[config.mk]
export PLATFORM = sky130hd
export DESIGN_NAME = bus_ctrl
export DESIGN_NICKNAME = d
export VERILOG_FILES = /design/src/design/platform_pkg.sv /design/src/design/bus_ctrl.sv
export SDC_FILE = /design/constraint.sdc
export NUM_CORES = 1
export LEC_CHECK = 0
export BUFFER_PORTS_ARGS = -buffer_cell sky130_fd_sc_hd__buf_4
export CORE_UTILIZATION = 25
export DETAILED_ROUTE_END_ITERATION = 7
export SETUP_SLACK_MARGIN = 0.1
export SLEW_MARGIN = 15
export SYNTH_ARGS = -nofsm -noshare
export SYNTH_HDL_FRONTEND = slang
export SYNTH_SLANG_ARGS = --single-unit
[constraint.sdc]
create_clock -name clk -period 1.25 [get_ports clk]
set_input_delay 0.125 -clock clk [delete_from_list [all_inputs] [get_ports clk]]
set_output_delay 0.125 -clock clk [all_outputs]
set_load 0.01 [all_outputs]
[src/design/platform_pkg.sv]
`default_nettype none

package platform_pkg;

	typedef logic [31:0] word_t;
	typedef logic [29:0] word_addr_t;
	typedef logic [9:0]  ram_index_t;
	typedef logic [7:0]  led_t;
	typedef logic [1:0]  region_t;
	typedef logic [1:0]  tmr_reg_t;

	// travels with start
	typedef struct packed {
		word_addr_t addr;
		logic       write;
		word_t      data_wr;
	} bus_req_t;

	localparam int RAM_WORDS = 1024;

	// address bits 29:28, code 3 is unmapped
	localparam region_t REGION_RAM   = 2'd0;
	localparam region_t REGION_PIO   = 2'd1;
	localparam region_t REGION_TIMER = 2'd2;

	// timer registers, address bits 1:0
	localparam tmr_reg_t TMR_LOAD   = 2'd0;
	localparam tmr_reg_t TMR_CTRL   = 2'd1;
	localparam tmr_reg_t TMR_COUNT  = 2'd2;
	localparam tmr_reg_t TMR_STATUS = 2'd3;

	localparam int TMR_CTRL_ENABLE    = 0;
	localparam int TMR_CTRL_IRQ_EN    = 1;
	localparam int TMR_STATUS_PENDING = 0;

	localparam int DEBOUNCE_CYCLES = 16;
	typedef logic [$clog2(DEBOUNCE_CYCLES)-1:0] db_count_t;
	localparam db_count_t DEBOUNCE_LAST = db_count_t'(DEBOUNCE_CYCLES - 1);

	function automatic region_t region_of(word_addr_t addr);
		return addr[29:28];
	endfunction

	function automatic tmr_reg_t tmr_reg_of(word_addr_t addr);
		return addr[1:0];
	endfunction

endpackage

`default_nettype wire
[src/design/bus_ctrl.sv]
`default_nettype none

module bus_ctrl
(
	input  logic                   clk,
	input  logic                   rst,
	input  logic                   start,
	input  platform_pkg::bus_req_t req,
	output logic                   ready,
	output platform_pkg::word_t    data_rd,
	output platform_pkg::bus_req_t tgt_req,
	output logic                   ram_sel,
	output logic                   pio_sel,
	output logic                   tmr_sel,
	input  platform_pkg::word_t    ram_rdata,
	input  platform_pkg::word_t    pio_rdata,
	input  platform_pkg::word_t    tmr_rdata
);
	import platform_pkg::*;

	typedef enum logic [1:0] {
		IDLE,
		RAM_WAIT,
		RESPOND
	} state_t;

	state_t   state, state_next;
	bus_req_t req_q;
	region_t  region_in, region_q;
	logic     accept;

	// requests only taken while idle
	assign accept    = start && state == IDLE;
	assign region_in = region_of(req.addr);
	assign region_q  = region_of(req_q.addr);

	// the new request on its accept cycle, the held one after
	assign tgt_req = accept ? req : req_q;

	assign ram_sel = accept && region_in == REGION_RAM;
	assign pio_sel = accept && region_in == REGION_PIO;
	assign tmr_sel = accept && region_in == REGION_TIMER;

	assign ready = state == RESPOND;

	always_comb begin
		state_next = state;

		case (state)
			IDLE: begin
				if (start)
					state_next = region_in == REGION_RAM ? RAM_WAIT : RESPOND;
			end

			// one extra cycle for the registered RAM read
			RAM_WAIT:
				state_next = RESPOND;

			RESPOND:
				state_next = IDLE;

			default:
				state_next = IDLE;
		endcase
	end

	always_ff @(posedge clk) begin
		if (rst)
			state <= IDLE;
		else
			state <= state_next;
	end

	always_ff @(posedge clk) begin
		if (accept)
			req_q <= req;
	end

	// writes and unmapped reads answer zero
	always_comb begin
		data_rd = '0;

		if (ready && !req_q.write) begin
			case (region_q)
				REGION_RAM:
					data_rd = ram_rdata;

				REGION_PIO:
					data_rd = pio_rdata;

				REGION_TIMER:
					data_rd = tmr_rdata;

				default:
					data_rd = '0;
			endcase
		end
	end

endmodule

`default_nettype wire

# Word level (Yosys, flattened, before mapping)
# Index checks and enable logic that the tools add are counted.
[word_totals] reg_bits=65 elab_cells=26 in_bits=162 output_inout_bits=99
[classes] eq_ne=7 mux=6 reduce_logical=9
[op_table] operator="32-bit one-hot mux with 3 select lines" count=1
[op_table] operator="63-bit 2-to-1 mux" count=1
[op_table] operator="32-bit 2-to-1 mux" count=1
[op_table] operator="2-bit by 1-bit == test with 1-bit output (second input constant)" count=3
[op_table] operator="2-bit == test (second input constant)" count=3
[op_table] operator="2-bit zero test" count=3
[op_table] operator="1-bit logical AND" count=5
[op_table] operator="2-bit 2-to-1 mux" count=2
[op_table] operator="2-bit one-hot mux with 2 select lines" count=1
[op_table] operator="2-bit != test (second input constant)" count=1
[op_table] operator="1-bit zero test" count=1

# Logic depth before layout (Yosys ltp)
[logic_depth] word_depth=4 ltp_mapped=5 depth_no_buf=2

# Worst setup path after synthesis
# Ideal clock, no wire load.
[synth_timing] kind="register -> output" from="reg req_q (netlist bit region_q[1])" to="out data_rd[10]" path_slack_ns=-0.088 arrival_time_ns=1.213 path_stages_with_launch=5 n_path_buf=2 required_time_ns=1.125 path_cell_list="dfxtp_1 buf_2 buf_2 mux2_2 a32o_1"
[synth_between] elab_chain_cells=3 word_cells_on_any_way=5 classes_between="eq/ne (2); mux (2); reduce/logical (1)"
[synth_rtl] item="start, declared" line="bus_ctrl.sv:28" source="bus_req_t req_q;"
[synth_rtl] item="start signal, assigned" line="bus_ctrl.sv:76" source="req_q <= req;"
[synth_rtl] item="2-bit == test, or another cell as far along" line="bus_ctrl.sv:84" source="case (region_q)"
[synth_rtl] item="32-bit one-hot mux with 3 select lines (*)" line="bus_ctrl.sv:84"
[synth_rtl] item="32-bit 2-to-1 mux (*)" line="bus_ctrl.sv:83" source="if (ready && !req_q.write) begin"
[synth_rtl] item="end, declared" line="bus_ctrl.sv:10" source="output platform_pkg::word_t data_rd,"
# Mark *: on every way between the ends. The rest lies on a longest branch, timed or not.

==> impl_metrics.ini <==
[worst_setup_path]
crit_required_ns = 1.12
cp_common_cell = buf_6
critPathKind = flop to output port
critPathTopFamily = buffers and inverters
slowest_stage = dfxtp_2
critical_path_buf_inv_count = 3
cp_slowest_stage_delay_ns = 0.34
cp_max_fo = 10
path_cells = nor3b_4, buf_6, buf_12, mux2_4, buf_6
r2r_cells = 5
critical_path.endpoint_type = output port
critical_path.startpoint_type = flop
arrival_ns = 1.70
critical_path_depth = 5

[place]
dp_slack_ns = -0.278
place_congestion = 0.707
place_area_mm2 = 0.00562
detailed_place_hpwl_um = 7930
port_buffers = 260
dp.cells = 657

[power]
vdd.ir_drop.worst_mv = 0.666
leakagePower_nw = 3.29
power_density_mw_per_mm2 = 1240
power.total_mw = 7.95

[logic_synthesis]
synth_area_per_cell_um2 = 14.3
netlist_area_mm2 = 0.00324
synth_cell_type_count = 20
syn_inst = 226
seq_area_frac_synth_pct = 40.2
synthesis.nets = 388
ys_ff_latch = 65
ys_warn_count = 0

[clock_network]
clkSinkCount = 65
cts_tree = done
clkSlewWorstSetupHoldPaths_ns = 0.06
root_buffer = clkbuf_16
clockBufferDepth = 2
clk_latency_ns = 0.32
htreeDepth = 3
cts_buffers = 9

[floorplanning]
rows = 41
fp.coreArea_mm2 = 0.0126
die_width_um = 116
dieArea_mm2 = 0.0134
pin_count = 261
start_util_pct = 25.6
dieHeight_um = 116

[layout]
stdcell_count = 684
regArea_mm2 = 0.00131
drive_above_1_share_pct = 86.5
multi_input_area_mm2 = 0.00193
layout_commonest_cell = buf_4
final_cell_area_mm2 = 0.00639
area_delta_synth_final_pct = 97.4
fillerInstances = 1151
num_antenna_cells = 0
final_cell_mix = 206 x buf_4, 91 x mux2_4, 71 x buf_6, 62 x dfxtp_1, 29 x a32o_2
fin_nets = 669

[sta]
fin_ws_ns = -0.578
fin_worst_skew_ns = 0.00991
period_minus_slack_ns = 1.83
rsz0062_at_grt = yes
relSlewSlack_pct = 84.0
tns_ns = -59.03
hold_viol_final = 0
drv_slew = 0
max_freq_mhz = 547
finalCritPeriodShare_pct = 146
worst_slew_pin_slew_ns = 0.240
setup_violations = 163

[global_routing]
grt_pass1_vias = 2964
grtUsageTotal_pct = 14.1
grt_max_degree = 33
grt_pass1_wl_um = 14600
overflow = 0
antenna_found_initial = 0

[drt]
vias = 2996
wl_um = 10800
dr.pass1.iters = 4
drcViolationCount = 0
drt_iter0_drc = 78
drt-vias-per-instance = 4.38
ant_nets = 0
wire_per_inst_um = 15.7

[flow_run]
cap_violations = 0

[hold_path]
hold_path_class = input pin to flop
hold_depth = 2

[status]
failed_checks = negative setup slack
outcome = complete, but fails checks
## layout make-up
cell class              count  area share, %
flip-flops and latches     65           20.4
inverters                   1         0.0587
multi-input cells         139           30.2
clock inverters             7           1.29
repair buffers            291           41.1
clock buffers               9           3.52
well taps                 172           3.37
## Yosys cell counts, drive strengths merged
| cell | n | share of area (%) |
|---|---|---|
| a211oi | 1 | 0.23 |
| a32o | 32 | 9.9 |
| and2b | 1 | 0.27 |
| buf | 20 | 6.2 |
| clkbuf | 1 | 0.12 |
| dfxtp | 65 | 40 |
| inv | 1 | 0.12 |
| mux2 | 95 | 40 |
| nor2b | 1 | 0.19 |
| nor3 | 1 | 0.15 |
| nor3b | 4 | 1.2 |
| nor4 | 1 | 0.19 |
| nor4b | 1 | 0.73 |
| o21ai | 1 | 0.15 |
| or3b | 1 | 0.27 |
## per-layer routing
| metal | GRT usage, % | up-vias | wire, um |
|---|---|---|---|
| li1 | - | 1438 | - |
| met1 | 15.8 | 1396 | 4050 |
| met2 | 25.5 | 154 | 5730 |
| met3 | 4.50 | 8 | 887 |
| met4 | 4.10 | 0 | 108 |
| met5 | 0 | - | 0 |
## where the power goes
group	internal (mW)	switching, mW
combinational	1.85	0.990
sequential	2.39	0.112
clock	1.58	1.02
total	5.82	2.13
## state kept, by name, indices dropped and copies added, names as in the netlist
register	count
region_q	2
req_q	61
state	2
## final timing paths
kind / from / endpoint / slack [ns]
max: state[0] / tgt_req[12] / -0.58
min: req[62] / state[0] / 0.03
max reg2reg: state[0] / req_q[25] / -0.20
min reg2reg: req_q[34] / req_q[34] / 0.47
## worst register-to-register path, cell delays in order, from the launching register on
cell	delay, ns
dfxtp_2	0.34
nor3b_4	0.24
buf_6	0.19
buf_8	0.15
mux2_4	0.32
buf_6	0.12
## kinds of logic after synthesis
family,count (synthesis),synth area share [%]
multiplexers,95,40.0
AND/OR/NAND/NOR,10,3.05
AO/OA/AOI/OAI,34,10.3
buffers and inverters,22,6.46
flip-flops,65,40.2
## metrics by stage
step	utilization (%)	hold slack (ns)
final	50.6	0.0350
after global routing	50.6	0.0274
after CTS	48.6	0.0122
after floorplan	-	0.194
after global placement	44.5	0.304
after detailed placement	44.5	0.309
## repair_timing
| item | CTS | global route |
|---|---|---|
| hold buffers | 1 | 0 |
| setup buffers | 2 | 5 |
| hold endpoints to repair | 2 | 0 |
| pin swaps | 0 | 3 |
| cloned | 0 | 5 |
| setup endpoints to repair | 163 | 163 |
| resized for setup | 48 | 36 |
No activity file was read; power rests on OpenSTA's default activity.
