[config.mk]
export PLATFORM = sky130hd
export DESIGN_NAME = interval_timer
export DESIGN_NICKNAME = d
export VERILOG_FILES = /design/src/design/platform_pkg.sv /design/src/design/interval_timer.sv
export SDC_FILE = /design/constraint.sdc
export NUM_CORES = 1
export LEC_CHECK = 0
export BUFFER_PORTS_ARGS = -buffer_cell sky130_fd_sc_hd__buf_4
export CORE_ASPECT_RATIO = 0.75
export CORE_MARGIN = 3
export CORE_UTILIZATION = 53
export CTS_CLUSTER_DIAMETER = 80
export CTS_CLUSTER_SIZE = 12
export DETAILED_ROUTE_END_ITERATION = 8
export PLACE_DENSITY = 0.8
export SKIP_LAST_GASP = 1
export SLEW_MARGIN = 0
export SYNTH_ARGS = -nofsm -noshare
export SYNTH_HDL_FRONTEND = slang
export SYNTH_SLANG_ARGS = --single-unit
[constraint.sdc]
create_clock -name clk -period 3.4 [get_ports clk]
set_input_delay 0.17 -clock clk [delete_from_list [all_inputs] [get_ports clk]]
set_output_delay 0.17 -clock clk [all_outputs]
set_load 0.02 [all_outputs]
[src/design/platform_pkg.sv]
`default_nettype none

package platform_pkg;

	typedef logic [31:0] word_t;
	typedef logic [29:0] word_addr_t;
	typedef logic [9:0]  ram_index_t;
	typedef logic [7:0]  led_t;
	typedef logic [1:0]  region_t;
	typedef logic [1:0]  tmr_reg_t;

	// travels with start
	typedef struct packed {
		word_addr_t addr;
		logic       write;
		word_t      data_wr;
	} bus_req_t;

	localparam int RAM_WORDS = 1024;

	// address bits 29:28, code 3 is unmapped
	localparam region_t REGION_RAM   = 2'd0;
	localparam region_t REGION_PIO   = 2'd1;
	localparam region_t REGION_TIMER = 2'd2;

	// timer registers, address bits 1:0
	localparam tmr_reg_t TMR_LOAD   = 2'd0;
	localparam tmr_reg_t TMR_CTRL   = 2'd1;
	localparam tmr_reg_t TMR_COUNT  = 2'd2;
	localparam tmr_reg_t TMR_STATUS = 2'd3;

	localparam int TMR_CTRL_ENABLE    = 0;
	localparam int TMR_CTRL_IRQ_EN    = 1;
	localparam int TMR_STATUS_PENDING = 0;

	localparam int DEBOUNCE_CYCLES = 16;
	typedef logic [$clog2(DEBOUNCE_CYCLES)-1:0] db_count_t;
	localparam db_count_t DEBOUNCE_LAST = db_count_t'(DEBOUNCE_CYCLES - 1);

	function automatic region_t region_of(word_addr_t addr);
		return addr[29:28];
	endfunction

	function automatic tmr_reg_t tmr_reg_of(word_addr_t addr);
		return addr[1:0];
	endfunction

endpackage

`default_nettype wire
[src/design/interval_timer.sv]
`default_nettype none

module interval_timer
(
	input  logic                   clk,
	input  logic                   rst,
	input  logic                   halt,
	input  logic                   sel,
	input  platform_pkg::bus_req_t req,
	output platform_pkg::word_t    rdata,
	output logic                   irq
);
	import platform_pkg::*;

	word_t    load_q, count_q;
	logic     enable, irq_en, pending;
	logic     wr, counting, wrap;
	tmr_reg_t offset;

	assign offset   = tmr_reg_of(req.addr);
	assign wr       = sel && req.write;
	assign counting = enable && !halt;
	assign wrap     = counting && count_q == '0;

	always_ff @(posedge clk) begin
		if (rst) begin
			load_q  <= '0;
			count_q <= '0;
			enable  <= 1'b0;
			irq_en  <= 1'b0;
			pending <= 1'b0;
		end else begin
			if (counting)
				count_q <= wrap ? load_q : count_q - 1'b1;

			// a wrap in the same cycle wins over the clear
			if (wr && offset == TMR_STATUS && req.data_wr[TMR_STATUS_PENDING])
				pending <= 1'b0;
			if (wrap)
				pending <= 1'b1;

			if (wr && offset == TMR_LOAD)
				load_q <= req.data_wr;

			if (wr && offset == TMR_CTRL) begin
				enable <= req.data_wr[TMR_CTRL_ENABLE];
				irq_en <= req.data_wr[TMR_CTRL_IRQ_EN];

				// enabling restarts from the load value
				if (req.data_wr[TMR_CTRL_ENABLE])
					count_q <= load_q;
			end
		end
	end

	assign irq = pending && irq_en;

	always_comb begin
		rdata = '0;

		case (offset)
			TMR_LOAD:
				rdata = load_q;

			TMR_CTRL: begin
				rdata[TMR_CTRL_ENABLE] = enable;
				rdata[TMR_CTRL_IRQ_EN] = irq_en;
			end

			TMR_COUNT:
				rdata = count_q;

			TMR_STATUS:
				rdata[TMR_STATUS_PENDING] = pending;

			default:
				rdata = '0;
		endcase
	end

endmodule

`default_nettype wire

# After elaboration in Yosys (flattened, before gate mapping)
# Cells that the tools add are included.
[word_totals]
regBits = 67
inputBits = 67
output_inout_bits = 33
word_cells = 30
[op_classes]
addsub = 1
eq_ne = 3
mux = 9
reduce_logical = 12
[op_table]
columns = ["cell", "n"]
rows = [
  ["32-bit two-way mux", 4],
  ["30-bit one-hot mux with 2 select lines", 1],
  ["32-bit zero test", 1],
  ["32-bit by 1-bit subtractor with 32-bit output (second input constant)", 1],
  ["1-bit logical AND", 8],
  ["2-bit equality test (second input constant)", 2],
  ["1-bit one-hot mux with 4 select lines", 1],
  ["1-bit one-hot mux with 3 select lines", 1],
  ["2-bit by 1-bit equality test with 1-bit output (second input constant)", 1],
  ["2-bit zero test", 1],
  ["1-bit two-way mux", 2],
  ["2-bit nonzero test", 1],
  ["1-bit zero test", 1],
]

# Depth between registers and ports, before layout
[depth]
depth_word = 7
mapped_depth = 9
mapped_depth_nobuf = 7

# Least setup slack after synthesis
# No wires, ideal clock.
[synth_path]
kind = "reg2reg"
start = "reg count_q[25]"
end = "reg count_q[15]"
setup_time_ns = 0.103
t_arrival_ns = 2.300
t_required_ns = 3.297
setup_slack_ns = 0.996
stages_incl_launch_ff = 8
path_buffers = 2
synth_period_minus_slack_ns = 2.404
path_cell_list = "dfxtp_1 -> or4_4 -> or4_4 -> buf_6 -> o31ai_4 -> buf_6 -> a211oi_2 -> a2111oi_2"
[synth_via]
elab_chain_len = 6
[synth_lines]
columns = ["item", "line", "rtl"]
rows = [
  ["start, declared", "interval_timer.sv:15", "word_t load_q, count_q;"],
  ["start signal, assigned", "interval_timer.sv:34", "count_q <= wrap ? load_q : count_q - 1'b1;"],
  ["start signal, assigned", "interval_timer.sv:51", "count_q <= load_q;"],
  ["32-bit zero test (*)", "interval_timer.sv:23", "assign wrap = counting && count_q == '0;"],
  ["1-bit logical AND (*)", "interval_timer.sv:23", ""],
  ["32-bit two-way mux (*)", "interval_timer.sv:34", ""],
  ["32-bit two-way mux (*)", "interval_timer.sv:33", "if (counting)"],
  ["32-bit two-way mux", "interval_timer.sv:50", "if (req.data_wr[TMR_CTRL_ENABLE])"],
  ["32-bit two-way mux (*)", "interval_timer.sv:45", "if (wr && offset == TMR_CTRL) begin"],
]
# Mark *: on every way between the ends. The rest lies on a longest branch, timed or not.
# A chain may end at the register's enable or synchronous reset.

# Worst setup path after layout
[layout_path]
start = "reg count_q[25]"
end = "reg count_q[23]"
# The elaborated chain is that of the path after synthesis.

==> results.py <==
metrics = {
    "timing": {
        "finalSetupViolCount": 0,
        "rsz0062_at_grt": "no",
        "period_share": 0.805,
        "report.final.slew_viol_count": 0,
        "slew_headroom": 0.257,
        "tightest_slew_ns": 1.11,
        "fmax_ghz": 0.365,
        "skew_ns": 0.00767,
        "post-route-min-period_ns": 2.74,
        "hold_viol_final": 0,
        "tns_ns": 0,
    },
    "setup_path": {
        "crit_type": "reg2reg",
        "critPathArrivalTime_ns": 2.99,
        "required_ns": 3.65,
        "startpoint_type": "flip-flop",
        "cpMostUsedCell": "or4_4",
        "crit_chain": "or4_4 > or4_4 > o31ai_4 > buf_4 > a21oi_1 > a211oi_1",
        "cpMaxStageDelayCell": "or4_4",
        "cp-end-kind": "flip-flop",
        "critPathMaxFanout": 10,
        "slowest_delay_ns": 0.60,
    },
    "global_route": {
        "grt_pass1_wl_um": 18600,
        "grt-ovfl-total": 0,
        "antenna_found_initial": 0,
        "grt_max_degree": 71,
        "grt_pass1_vias": 3745,
        "track_usage": 0.273,
    },
    "cts": {
        "cts_made_buffers": 9,
        "post_cts_buffers": 0,
        "cts_hold_buffers": 0,
        "ctsLongestPathBuffers": 2,
        "cts_tree": "yes",
        "htree_levels": 3,
        "clkSinkCount": 67,
        "root_buffer": "clkbuf_8",
        "cts.repair.resized": 0,
        "clkSlewWorstSetupHoldPaths_ns": 0.07,
        "clock_latency_ns": 0.34,
    },
    "placement": {
        "port_buffers": 71,
        "gp_congestion": 0.903,
        "hpwl_um": 7860,
    },
    "outcome": {
        "status": "complete, no violations",
    },
    "synth": {
        "syn_avg_cell_area_um2": 7.62,
        "async_flop_share": 0,
        "syn_nets": 579,
        "yosysWarnings": 0,
        "ys.flop_type": "dfxtp_1",
        "netlist_area_um2": 3890,
        "seq_area_frac_synth": 0.345,
        "syn_inst": 511,
        "synth_cell_types": 55,
        "synth.ff_latch_count": 67,
        "synth_enable_flop_cells": 0,
    },
    "final_layout": {
        "diodes": 0,
        "final_util": 0.674,
        "area.growth.synth_to_final_pct": 20.5,
        "drive_above_1_share": 0.199,
        "nNetsFinal": 636,
        "fill_cells": 639,
    },
    "power_and_ir_drop": {
        "power_frac_seq": 0.451,
        "p_leak_uw": 0.00185,
        "clkPwrFrac": 0.359,
        "powerDensity_nw_per_um2": 393,
        "irDropWorstVdd_mv": 0.224,
        "internal_power_uw": 1310,
        "pwr-share-comb": 0.190,
        "switchingPower_uw": 537,
        "swShare": 0.291,
    },
    "route": {
        "drt_pass1_iterations": 5,
        "drc": 0,
        "viasPerCell": 6.16,
        "vias": 4131,
        "routedWlPerCell_um": 17.3,
        "drt-initial-drc-count": 352,
        "ant_nets": 0,
        "wirelength_um": 11600,
    },
    "die": {
        "num_rows": 26,
        "core_area_um2": 6960,
        "num_io_pins": 100,
        "die_area_um2": 8420,
        "fp.dieH_um": 80.2,
        "die_width_um": 105,
        "start_util": 0.559,
    },
    "job": {
        "cap_violations": 0,
    },
    "worst_hold_path": {
        "hp-class": "in2reg",
    },
}
[layer usage]
metal	part of all wire	vias up	GRT usage
met1	0.44	1911	0.372
li1	-	1978	-
met4	0.014	0	0.0826
met2	0.45	223	0.430
met5	0	-	0
met3	0.094	19	0.0659
[logic make-up after synthesis]
logic type,after synthesis,share of synthesized area
xor gates and xnor gates,8,0.0180
and+or+nand+nor,227,0.277
buffers and inverters,47,0.0495
adders and majority gates,1,0.00321
AOI/OAI and AO/OA,125,0.212
muxes,36,0.0958
DFF,67,0.345
[power groups by stage]
stage / sequential [uW] / clock, uW / combinational, uW
2_1_floorplan: 840 / 0 / 237
5_1_grt: 835 / 697 / 381
4_1_cts: 831 / 667 / 344
3_5_place_dp: 849 / 0 / 341
3_3_place_gp: 847 / 0 / 335
6_report: 832 / 661 / 350
[critical path, delay by kind of cell (launching register included)]
family / cells / cell delay, ns
flip-flops: 1 / 0.37
AO/OA/AOI/OAI: 3 / 0.84
AND/OR/NAND/NOR: 2 / 1.19
buffers and inverters: 1 / 0.26
[state kept, by name (all words and copies together) (netlist names)]
name     count
irq_en       1
load_q      32
pending      1
enable       1
count_q     32
[cell usage in the layout, fill, tap and decap left out, types with 9 or more instances in the layout]
cell and count:
nor2_1 59, mux2i_1 35, clkbuf_8 10, nor3_1 13, dfxtp_1 67, a211oi_1 12, o21ai_0 22, buf_4 85
nand4_1 9, nand3_1 15, a31oi_1 13, a21oi_1 42, nor4_1 13, nand2_1 81
[final cells by class]
| class | instances | area, um2 | area share |
|---|---|---|---|
| timing repair buffer | 85 | 638 | 0.136 |
| tap | 98 | 123 | 0.0261 |
| sequential | 67 | 1340 | 0.286 |
| clock inverter | 5 | 52.6 | 0.0112 |
| inverter | 8 | 30.0 | 0.00640 |
| multi-input combinational | 397 | 2360 | 0.504 |
| clock buffer | 11 | 141 | 0.0301 |
[per-stage QoR]
stage	instances	instance area [um2]	hold slack, ns	setup slack [ns]	total power (uW)
CTS	671	4690	0.0629	0.725	1840
floorplan	511	3890	0.306	0.996	1080
global route	671	4690	0.0550	0.457	1910
global placement	655	4500	0.413	0.804	1180
finish	671	4690	0.0669	0.663	1840
detailed placement	655	4500	0.421	0.723	1190
[Yosys cell counts (all sizes together), types with 2 or more instances]
master   instances  area share
mux2i           35       0.090
xor2             2      0.0045
nor3            15       0.021
a21oi           42       0.054
buf              4      0.0080
nand3           15       0.019
xnor2            6       0.014
nand4b           2      0.0045
o41a             2      0.0058
a2111oi          5       0.014
o31a             3      0.0068
nand4            9       0.014
o2bb2ai          2      0.0045
nand3b           3      0.0058
a311oi           7       0.016
a211oi          13       0.026
or3              7       0.011
nor3b            3      0.0058
nor2            59       0.057
a31oi           13       0.021
o31ai            3      0.0093
and3             2      0.0032
and2             3      0.0048
o22ai            3      0.0048
or2              4      0.0064
nor4            15       0.027
or4              6       0.014
nand2           81       0.078
dfxtp           67        0.34
clkbuf          35       0.034
inv              8      0.0077
o21ai           22       0.028
o211ai           2      0.0039
[path summary, 6_finish.rpt]
check               from  slack, ns          end  cells past startpoint
max          count_q[25]       0.66  count_q[23]                      6
min              req[18]       0.07   load_q[18]                      3
max reg2reg  count_q[25]       0.66  count_q[23]                      6
min reg2reg   load_q[22]       0.48   load_q[22]                      2
Power figures use the tool's default switching activity.
