## config.mk

```make
export PLATFORM = sky130hd
export DESIGN_NAME = led_pio
export DESIGN_NICKNAME = d
export VERILOG_FILES = /design/src/design/platform_pkg.sv /design/src/design/led_pio.sv
export SDC_FILE = /design/constraint.sdc
export NUM_CORES = 1
export LEC_CHECK = 0
export BUFFER_PORTS_ARGS = -buffer_cell sky130_fd_sc_hd__buf_4
export CORE_MARGIN = 1
export CORE_UTILIZATION = 29
export DETAILED_ROUTE_END_ITERATION = 8
export GPL_ROUTABILITY_DRIVEN = 0
export GPL_TIMING_DRIVEN = 0
export PLACE_DENSITY = 0.85
export SYNTH_ARGS = -nofsm -noshare
export SYNTH_HDL_FRONTEND = slang
export SYNTH_SLANG_ARGS = --single-unit
```

## constraint.sdc

```tcl
create_clock -name clk -period 1 [get_ports clk]
set_input_delay 0.05 -clock clk [delete_from_list [all_inputs] [get_ports clk]]
set_output_delay 0.05 -clock clk [all_outputs]
set_load 0.02 [all_outputs]
```

## src/design/platform_pkg.sv

```systemverilog
`default_nettype none

package platform_pkg;

	typedef logic [31:0] word_t;
	typedef logic [29:0] word_addr_t;
	typedef logic [9:0]  ram_index_t;
	typedef logic [7:0]  led_t;
	typedef logic [1:0]  region_t;
	typedef logic [1:0]  tmr_reg_t;

	// travels with start
	typedef struct packed {
		word_addr_t addr;
		logic       write;
		word_t      data_wr;
	} bus_req_t;

	localparam int RAM_WORDS = 1024;

	// address bits 29:28, code 3 is unmapped
	localparam region_t REGION_RAM   = 2'd0;
	localparam region_t REGION_PIO   = 2'd1;
	localparam region_t REGION_TIMER = 2'd2;

	// timer registers, address bits 1:0
	localparam tmr_reg_t TMR_LOAD   = 2'd0;
	localparam tmr_reg_t TMR_CTRL   = 2'd1;
	localparam tmr_reg_t TMR_COUNT  = 2'd2;
	localparam tmr_reg_t TMR_STATUS = 2'd3;

	localparam int TMR_CTRL_ENABLE    = 0;
	localparam int TMR_CTRL_IRQ_EN    = 1;
	localparam int TMR_STATUS_PENDING = 0;

	localparam int DEBOUNCE_CYCLES = 16;
	typedef logic [$clog2(DEBOUNCE_CYCLES)-1:0] db_count_t;
	localparam db_count_t DEBOUNCE_LAST = db_count_t'(DEBOUNCE_CYCLES - 1);

	function automatic region_t region_of(word_addr_t addr);
		return addr[29:28];
	endfunction

	function automatic tmr_reg_t tmr_reg_of(word_addr_t addr);
		return addr[1:0];
	endfunction

endpackage

`default_nettype wire
```

## src/design/led_pio.sv

```systemverilog
`default_nettype none

module led_pio
(
	input  logic                   clk,
	input  logic                   rst,
	input  logic                   sel,
	input  platform_pkg::bus_req_t req,
	output platform_pkg::word_t    rdata,
	output platform_pkg::led_t     leds
);
	import platform_pkg::*;

	// every offset in the region maps to the same register
	always_ff @(posedge clk) begin
		if (rst)
			leds <= '0;
		else if (sel && req.write)
			leds <= req.data_wr[$bits(led_t)-1:0];
	end

	assign rdata = word_t'(leds);

endmodule

`default_nettype wire

```

Yosys cells after proc, flatten, opt, wreduce, memory -nomap -nowiden:

Index checks and enable logic that the tools add are counted.

* input bits: 66
* output and inout port bits: 40
* register bits after elaboration: 8
* logic and storage cells: 2

* reductions and logical operators: 1

Operators with widths (number)
* $logic_and 1x1->1: 1

Depth between registers and ports, before layout:

Gate-level depths: netlist (run 1).

* depth in word-level cells: 1
* gate-level depth with buffers: 4

Worst setup path before layout (run 1):

Ideal clock, no wire load.

* path kind: flip-flop to flip-flop
* from: reg, netlist name leds[0]
* to: reg leds[0]
* arrival: 0.781 ns
* period minus slack after synthesis: 0.851 ns
* required time: 0.930 ns
* stages on the path, launching flop included: 3
* setup slack: 0.149 ns
* cells stage by stage: dfxtp_1 a21bo_2 a21oi_1

RTL lines
* to (signal assigned): RTL line led_pio.sv:19 `leds <= req.data_wr[$bits(led_t)-1:0];`
* to (decl): RTL line led_pio.sv:10 `output platform_pkg::led_t leds`

Worst setup path after layout (run 1):

* from: reg leds[5]
* to: out rdata[5]

RTL lines
* to (decl): RTL line led_pio.sv:9 `output platform_pkg::word_t rdata,`

No word-level cell between the ends.

==> results of run 1 <==
## worst reg2reg max path, stage by stage (launching register included)
cell	delay (ns)
sky130_fd_sc_hd__dfxtp_1	0.34
sky130_fd_sc_hd__a21bo_2	0.22
sky130_fd_sc_hd__a21oi_1	0.14
## cell usage in the layout (no fill, tap or decap)
cell and count:
sky130_fd_sc_hd__conb_1 24, sky130_fd_sc_hd__buf_2 1, sky130_fd_sc_hd__dfxtp_1 8, sky130_fd_sc_hd__a21oi_1 8
sky130_fd_sc_hd__buf_4 56, sky130_fd_sc_hd__nand3_1 8, sky130_fd_sc_hd__buf_6 2, sky130_fd_sc_hd__a21bo_1 5
sky130_fd_sc_hd__buf_1 1, sky130_fd_sc_hd__a21bo_2 3, sky130_fd_sc_hd__buf_8 1, sky130_fd_sc_hd__clkbuf_4 3
## cell families (layout without fill, tap and decap cells)
logic type             Yosys count  after routing  synth area share, %
DFF                              8              8                 26.2
buffers and inverters           37             64                 46.9
AOI/OAI and AO/OA               16             16                 19.7
and+or+nand+nor                  8              8                 6.56
other                            1             24                0.614
## area by class of cell
class	instances	area share, %
flip-flops and latches	8	17.2
multi-input cells	48	26.8
clock buffers	3	2.41
well taps	27	3.62
repair buffers	24	19.3
plain buffers	37	30.7
## report_power, final
| part | total (mW) | internal, mW | switching, mW |
|---|---|---|---|
| sequential | 0.344 | 0.334 | 0.0105 |
| combinational | 0.349 | 0.168 | 0.180 |
| clock | 0.251 | 0.138 | 0.114 |
| total | 0.944 | 0.640 | 0.304 |
## layer usage
layer | vias up | GRT usage [%] | wire length (um) | share of wire (%)
met3 | 0 | 2.64 | 156 | 13
li1 | 275 | - | - | -
met5 | - | 0 | 0 | 0
met2 | 35 | 20.0 | 626 | 51
met1 | 231 | 11.6 | 439 | 36
met4 | 0 | 5.00 | 0 | 0
## worst max path at each step
stage               startpoint  endpoint  cells after the start
floorplan              leds[0]   leds[0]                      2
global placement       leds[0]   leds[0]                      2
detailed placement     leds[7]   leds[7]                      2
CTS                    leds[5]  rdata[5]                      2
global route           leds[7]  rdata[7]                      2
finish                 leds[5]  rdata[5]                      2
## per-stage QoR
step	util (%)	hold WS [ns]	instance area, um2	setup slack (ns)
2_1_floorplan	-	0.197	697	0.149
3_3_place_gp	46.4	0.314	911	0.259
3_5_place_dp	46.4	0.323	911	0.233
4_1_cts	47.6	0.0525	933	0.0842
5_1_grt	47.6	0.0578	933	0.0528
6_report	47.6	0.0593	933	0.0925
==> results.ini, run 1 <==
[power_and_ir_drop]
total_power_mw = 0.944
max-vdd-ir-drop_mv = 0.528
leakage_component_of_the_power_nw = 0.529
areal_power_density_over_the_cells_nw_per_um2 = 1010

[yosys]
synth_area_per_cell_um2 = 8.72
ys_dominant_reg_cell = sky130_fd_sc_hd__dfxtp_1
yosysWarningCount = 0
synth-async-reset-ratio_pct = 0
ys_types = 11
seq_area_frac_synth_pct = 26.2
yosysTopAreaCell = sky130_fd_sc_hd__buf_4
most_frequent_cell_after_synthesis = sky130_fd_sc_hd__buf_4
syn_inst = 70
syn-cell-area_um2 = 611
yosys_register_bits = 8
yosys-top-cells-area = sky130_fd_sc_hd__buf_4 39%, sky130_fd_sc_hd__dfxtp_1 26%, sky130_fd_sc_hd__a21bo_1 8.2%, sky130_fd_sc_hd__a21oi_1 6.6%, sky130_fd_sc_hd__nand3_1 6.6%
synth_edf_count = 0
ys_top_cells_by_count = 32 x sky130_fd_sc_hd__buf_4, 8 x sky130_fd_sc_hd__a21oi_1, 8 x sky130_fd_sc_hd__dfxtp_1, 8 x sky130_fd_sc_hd__nand3_1, 5 x sky130_fd_sc_hd__a21bo_1
synthDominantCellAreaShare_pct = 39.3

[clock_network]
clock_buffers_created_by_tritoncts = 3
post_cts.repair.setup_buffers = 0
clock_tree.buffer_depth = 2
cts_tree = built
htree_num_levels = 1
cts_resized = 0
clock-root-buffer = sky130_fd_sc_hd__clkbuf_4
clkSinkCount = 8
hold_fix_buffers_cts = 0
clkSlewWorstSetupHoldPaths_ns = 0.06
later_pin_clock_latency_in_the_skew_report_ns = 0.25

[worst_hold_path]
hold_path_startpoint = req[5]
hold_end = leds[5]
worst_hold_path.num_cells = 3
min-delay-path-class = primary input to flip-flop

[route]
post_drt_via_cell_ratio = 3.68
first_pass_iters = 4
drt_wl_total_mm = 1.22
initial_drc_count = 4
post-route-drc-count = 0
postRouteAntennaNets = 0
via_count = 541
wl_per_cell_um = 8.32

[timing]
post-route-min-period_ns = 0.907
period_share_pct = 90.7
clock-skew-final_ns = 0
timing.final.max_slew_violations = 0
totalNegativeSetupSlack_ns = 0
setup_violations = 0
timing.final.hold_violations = 0
setup_repair_after_global_routing_missed_its_margin = false
fmax_ghz = 1.10

[global_routing]
grt_first_pass_wirelength_mm = 1.75
grt_antenna_before_repair = 0
grt_pass1_vias = 445
maximum_number_of_pins_on_one_net_before_global_route_repair = 11
overflow = 0
gr-usage-all-layers_pct = 10.9

[placement]
io_buffer_count = 24
post-place-cells = 144

[layout]
layout.area.seq_um2 = 160
drive_above_1_share_pct = 55.0
area_growth_syn_to_layout_pct = 52.9
layout_top_registers = leds (8)
largest_register_ff_count = 8
max_flop_register = leds
multi_input_area_um2 = 250
final_net_count = 188
final-instance-count-excl-fill = 147
final.fill_count = 209
antenna-diode-count = 0

[floorplanning]
design.die.area_um2 = 2290
die_height_um = 47.9
fp.coreArea_um2 = 1960
dieWidth_um = 47.9
initial_standard_cell_utilization_of_the_core_pct = 31.1
std_cell_rows = 16
io_pins = 106

[critical_path]
timing.setup.critical_path_class = flip-flop to output pin
crit_slowest_cell = sky130_fd_sc_hd__dfxtp_1
r2r-start = leds[7]
timing.critical_path.buf_inv = 2
critical_path.reg2reg.endpoint = leds[7]
ff2ff_setup_slack_ns = 0.22
path_common_cell = sky130_fd_sc_hd__buf_4
crit_path_cell_trace = buf_4, buf_4
critical_path.max_stage_delay_ns = 0.33
crit_path_start_kind = flip-flop
cp_data_arrival_time_ns = 0.86
critical-path-top-delay-family = flip-flops
timing.critical_path.required_ns = 0.95
peak_fanout_along_the_critical_path = 3
endpoint_kind = output pin
cell_depth_of_the_worst_flop_to_flop_path = 2

[job]
maxCapViolCount = 0

[run_status]
run_status = completed

No activity file was read; power rests on OpenSTA's default activity.
==> run 2, diff against run 1 <==
PLACE_DENSITY = 0.87   (was 0.85)
==> run 2 against run 1 <==
Against the previous run: worst hold slack improved by 0.0010 ns; worst setup slack better by 0.0022 ns; clock-buffer cell count stayed put; combinational power about the same; core utilization stayed put; critical endpoint is now rdata[4]; via count shrank 5.0%; routed wire length down 5.4%; sequential power hardly changed; clock skew stayed put; clock power decreased by 3%; global-route usage grew 0.17 points; power shrank 1.1%.
==> results.ini, run 2 (synthesis results as in run 1) <==
[critical_path]
timing.critical_path.required_ns = 0.95  ; about the same
crit_path_start_kind = flip-flop
cp_data_arrival_time_ns = 0.86  ; about the same
critical_path_cell_count = 2  ; unchanged
critical_path.reg2reg.endpoint = leds[1]
crit_slowest_cell = sky130_fd_sc_hd__dfxtp_1
peak_fanout_along_the_critical_path = 3  ; unchanged
path_common_cell = sky130_fd_sc_hd__buf_4
endpoint_kind = output pin
critical_path.endpoint = rdata[4]
timing.critical_path.buf_inv = 2  ; unchanged
critical-path-top-delay-family = flip-flops
ff2ff_setup_slack_ns = 0.22  ; about the same
cell_depth_of_the_worst_flop_to_flop_path = 2  ; unchanged
worstSetupStartpoint = leds[4]
r2r-start = leds[1]
timing.setup.critical_path_class = flip-flop to output pin
crit_path_cell_trace = buf_4, buf_4
critical_path.max_stage_delay_ns = 0.32  ; about the same

[clock_network]
hold_fix_buffers_cts = 0  ; unchanged
clock_tree.buffer_depth = 2  ; unchanged
clock-root-buffer = sky130_fd_sc_hd__clkbuf_4
cts_resized = 0  ; unchanged
post_cts.repair.setup_buffers = 0  ; unchanged
clkSlewWorstSetupHoldPaths_ns = 0.05  ; about the same
cts_tree = built
clkSinkCount = 8  ; unchanged
later_pin_clock_latency_in_the_skew_report_ns = 0.25  ; about the same
clock_buffers_created_by_tritoncts = 3  ; unchanged
htree_num_levels = 1  ; unchanged

[global_routing]
overflow = 0  ; unchanged
gr-usage-all-layers_pct = 11.1  ; +0.17 points
grt_first_pass_wirelength_mm = 1.64  ; -5.9%
maximum_number_of_pins_on_one_net_before_global_route_repair = 11  ; unchanged
grt_pass1_vias = 385  ; -13%
grt_antenna_before_repair = 0  ; unchanged

[timing]
setup_repair_after_global_routing_missed_its_margin = false
setup_violations = 0  ; unchanged
fmax_ghz = 1.10  ; +0.25%
timing.final.max_slew_violations = 0  ; unchanged
totalNegativeSetupSlack_ns = 0  ; unchanged
post-route-min-period_ns = 0.905  ; -0.00222 ns
clock-skew-final_ns = 0  ; unchanged
timing.final.hold_violations = 0  ; unchanged
period_share_pct = 90.5  ; -0.22 points

[layout]
leading_cell_type_in_the_layout_fill_and_taps_excluded = sky130_fd_sc_hd__buf_4
final_net_count = 188  ; unchanged
largest_register_ff_count = 8  ; unchanged
layout_top_registers = leds (8)
cell_area_after_layout_um2 = 933  ; unchanged
antenna-diode-count = 0  ; unchanged
finished_core_util_pct = 47.6  ; unchanged
layout.cells.most_common_list = 56 x sky130_fd_sc_hd__buf_4, 24 x sky130_fd_sc_hd__conb_1, 8 x sky130_fd_sc_hd__nand3_1, 8 x sky130_fd_sc_hd__a21oi_1, 8 x sky130_fd_sc_hd__dfxtp_1
drive_above_1_share_pct = 55.0  ; unchanged
area_growth_syn_to_layout_pct = 52.9  ; unchanged
max_flop_register = leds

[floorplanning]
dieWidth_um = 47.9  ; unchanged
initial_standard_cell_utilization_of_the_core_pct = 31.1  ; unchanged
io_pins = 106  ; unchanged
die_height_um = 47.9  ; unchanged
design.die.area_um2 = 2290  ; unchanged
std_cell_rows = 16  ; unchanged
fp.coreArea_um2 = 1960  ; unchanged

[power_and_ir_drop]
max-vdd-ir-drop_mv = 0.523  ; -0.89%
areal_power_density_over_the_cells_nw_per_um2 = 1000  ; -1.1%
leakage_component_of_the_power_nw = 0.529  ; unchanged

[route]
via_count = 514  ; -5.0%
first_pass_iters = 4  ; unchanged
post-route-drc-count = 0  ; unchanged
drt_wl_total_mm = 1.16  ; -5.4%
postRouteAntennaNets = 0  ; unchanged
initial_drc_count = 4  ; unchanged
wl_per_cell_um = 7.87  ; -5.4%
post_drt_via_cell_ratio = 3.50  ; -5.0%

[job]
maxCapViolCount = 0  ; unchanged

[worst_hold_path]
hold_path_startpoint = req[4]
min-delay-path-class = primary input to flip-flop

[placement]
io_buffer_count = 24  ; unchanged
dpl-instance-area_um2 = 911  ; unchanged

[run_status]
run_status = completed

-- run 2: layer usage --
layer / global-route usage [%] / part of all wire, % / up-vias
met5: 0 / 0 / -
met4: 5.00 / 1.2 / 0
met3: 6.79 / 13 / 3
met2: 19.2 / 52 / 31
met1: 10.3 / 34 / 207
li1: - / - / 273
-- run 2: how the worst min path moves through the flow --
stage	to	cells after the start
after floorplan	leds[0]	2
after global routing	leds[5]	3
after CTS	leds[3]	3
after global placement	leds[7]	3
final	leds[4]	3
after detailed placement	leds[5]	3
-- run 2: worst min-delay path, cell delays in order --
cell and delay, ns:
sky130_fd_sc_hd__buf_4 0.11, sky130_fd_sc_hd__nand3_1 0.05, sky130_fd_sc_hd__a21oi_1 0.06
-- run 2: where the power goes --
| group | total (mW) | leakage, nW | internal (mW) | switching [mW] |
|---|---|---|---|---|
| clock network | 0.243 | 0.0138 | 0.137 | 0.106 |
| registers | 0.345 | 0.0654 | 0.334 | 0.0106 |
| logic | 0.346 | 0.450 | 0.168 | 0.178 |
-- run 2: layout make-up --
type                    instances  area, um2
plain buffers                  37        287
clock buffers                   3       22.5
repair buffers                 24        180
flip-flops and latches          8        160
well taps                      27       33.8
multi-input cells              48        250
fillers                       202       1030
-- run 2: per-stage QoR --
step | hold slack (ns) | setup slack [ns] | total power, mW | std cells
floorplan | 0.197 | 0.149 | 0.617 | 93
global placement | 0.315 | 0.263 | 0.691 | 144
detailed placement | 0.324 | 0.228 | 0.696 | 144
CTS | 0.0497 | 0.0673 | 0.950 | 147
global route | 0.0444 | 0.0167 | 1.01 | 147
finish | 0.0603 | 0.0947 | 0.934 | 147
==> run 3, diff against run 2 <==
PLACE_DENSITY = 0.88   (was 0.87)
==> run 3 against run 2 <==
Against the previous run: combinational power hardly changed; sequential power is essentially flat; maximum frequency is 0.37% lower; largest power group unchanged; core utilization unchanged.
==> results.ini, run 3 (synthesis results as in run 1) <==
[run_status]
run_status = completed

[clock_network]
cts_tree = built
htree_num_levels = 1  ; unchanged
later_pin_clock_latency_in_the_skew_report_ns = 0.25  ; about the same
clkSlewWorstSetupHoldPaths_ns = 0.06  ; about the same
post_cts.repair.setup_buffers = 0  ; unchanged
cts_resized = 0  ; unchanged
clock-root-buffer = sky130_fd_sc_hd__clkbuf_4
clkSinkCount = 8  ; unchanged
clock_tree.buffer_depth = 2  ; unchanged
hold_fix_buffers_cts = 0  ; unchanged
clock_buffers_created_by_tritoncts = 3  ; unchanged

[global_routing]
grt_antenna_before_repair = 0  ; unchanged
overflow = 0  ; unchanged
maximum_number_of_pins_on_one_net_before_global_route_repair = 11  ; unchanged
grt_pass1_vias = 411  ; +6.8%
gr-usage-all-layers_pct = 11.2  ; +0.17 points
grt_first_pass_wirelength_mm = 1.75  ; +6.3%

[placement]
io_buffer_count = 24  ; unchanged
dpl-instance-area_um2 = 911  ; unchanged

[route]
wl_per_cell_um = 8.31  ; +5.5%
post_drt_via_cell_ratio = 3.61  ; +3.1%
initial_drc_count = 6  ; +2
drt_wl_total_mm = 1.22  ; +5.5%
postRouteAntennaNets = 0  ; unchanged
post-route-drc-count = 0  ; unchanged
first_pass_iters = 4  ; unchanged
via_count = 530  ; +3.1%

[power_and_ir_drop]
max-vdd-ir-drop_mv = 0.590  ; +13%
power.switching_mw = 0.305  ; +3.6%
power_frac_comb_pct = 36.8  ; -0.3 points
areal_power_density_over_the_cells_nw_per_um2 = 1010  ; +1.2%
power.share.sequential_pct = 36.5  ; -0.4 points
leakage_component_of_the_power_nw = 0.529  ; unchanged
clockPowerShare_pct = 26.7  ; +0.7 points
total_power_mw = 0.945  ; +1.2%
internal_power_mw = 0.640  ; about the same
switching_share_pct = 32.3  ; +0.75 points

[timing]
post-route-min-period_ns = 0.909  ; +0.00338 ns
timing.final.hold_violations = 0  ; unchanged
clock-skew-final_ns = 0  ; unchanged
setup_violations = 0  ; unchanged
setup_repair_after_global_routing_missed_its_margin = false
totalNegativeSetupSlack_ns = 0  ; unchanged
timing.final.max_slew_violations = 0  ; unchanged
fmax_ghz = 1.10  ; -0.37%
period_share_pct = 90.9  ; +0.34 points

[floorplanning]
initial_standard_cell_utilization_of_the_core_pct = 31.1  ; unchanged
fp.coreArea_um2 = 1960  ; unchanged
std_cell_rows = 16  ; unchanged
die_height_um = 47.9  ; unchanged
design.die.area_um2 = 2290  ; unchanged
io_pins = 106  ; unchanged
dieWidth_um = 47.9  ; unchanged

[critical_path]
timing.critical_path.required_ns = 0.95  ; about the same
endpoint_kind = output pin
crit_path_start_kind = flip-flop
cell_depth_of_the_worst_flop_to_flop_path = 2  ; unchanged
peak_fanout_along_the_critical_path = 3  ; unchanged
r2r-start = leds[5]
critical_path.reg2reg.endpoint = leds[5]
timing.setup.critical_path_class = flip-flop to output pin
cp_data_arrival_time_ns = 0.86  ; about the same
ff2ff_setup_slack_ns = 0.23  ; about the same

[layout]
max_flop_register = leds
area_growth_syn_to_layout_pct = 52.9  ; unchanged
final_net_count = 188  ; unchanged
final.fill_count = 200  ; -0.99%
antenna-diode-count = 0  ; unchanged
largest_register_ff_count = 8  ; unchanged
cell_area_after_layout_um2 = 933  ; unchanged
layout_top_registers = leds (8)
drive_above_1_share_pct = 55.0  ; unchanged
layout.cells.most_common_list = 56 x sky130_fd_sc_hd__buf_4, 24 x sky130_fd_sc_hd__conb_1, 8 x sky130_fd_sc_hd__nand3_1, 8 x sky130_fd_sc_hd__a21oi_1, 8 x sky130_fd_sc_hd__dfxtp_1
leading_cell_type_in_the_layout_fill_and_taps_excluded = sky130_fd_sc_hd__buf_4

[worst_hold_path]
worst_hold_path.num_cells = 3  ; unchanged
hold_end = leds[2]
hold_path_startpoint = req[2]
min-delay-path-class = primary input to flip-flop

[job]
maxCapViolCount = 0  ; unchanged

[run 3: cell counts in the layout (fill, tap and decap cells not counted)]
No cell type changed its count.
[run 3: how the worst max path moves through the flow]
stage / startpoint / depth (start not counted) / to
2_1_floorplan: leds[0] / 2 / leds[0]
3_3_place_gp: leds[0] / 2 / leds[0]
3_5_place_dp: leds[3] / 2 / leds[3]
4_1_cts: leds[5] / 2 / rdata[5]
5_1_grt: leds[4] / 2 / rdata[4]
6_report: leds[5] / 2 / rdata[5]
[run 3: cell type report]
class	count	area (um2)	share of cell area [%]
buffer	37	287	30.7
multi-input combinational	48	250	26.8
timing repair buffer	24	180	19.3
sequential	8	160	17.2
tap	27	33.8	3.62
clock buffer	3	22.5	2.41
[run 3: through the flow]
stage	setup slack, ns	cells	hold WS [ns]	utilization, %
floorplan	0.149	93	0.197	-
global placement	0.259	144	0.316	46.4
detailed placement	0.245	144	0.322	46.4
CTS	0.0826	147	0.0455	47.6
global route	0.0444	147	0.0469	47.6
finish	0.0914	147	0.0506	47.6
[run 3: layer usage]
layer,share of wire [%],GRT usage [%]
met5,0,0
met1,38,11.2
met3,13,6.42
met2,48,19.7
met4,0,3.33
[run 3: power groups by stage]
stage | registers, mW | logic, mW | clock network [mW]
after global routing | 0.347 | 0.379 | 0.277
after detailed placement | 0.352 | 0.344 | 0
after CTS | 0.345 | 0.345 | 0.263
final | 0.345 | 0.348 | 0.252
after global placement | 0.351 | 0.340 | 0
after floorplan | 0.367 | 0.249 | 0
[run 3: critical path, stage by stage, from the launching register on]
cell,delay [ns]
sky130_fd_sc_hd__dfxtp_1,0.33
sky130_fd_sc_hd__buf_4,0.13
sky130_fd_sc_hd__buf_4,0.14
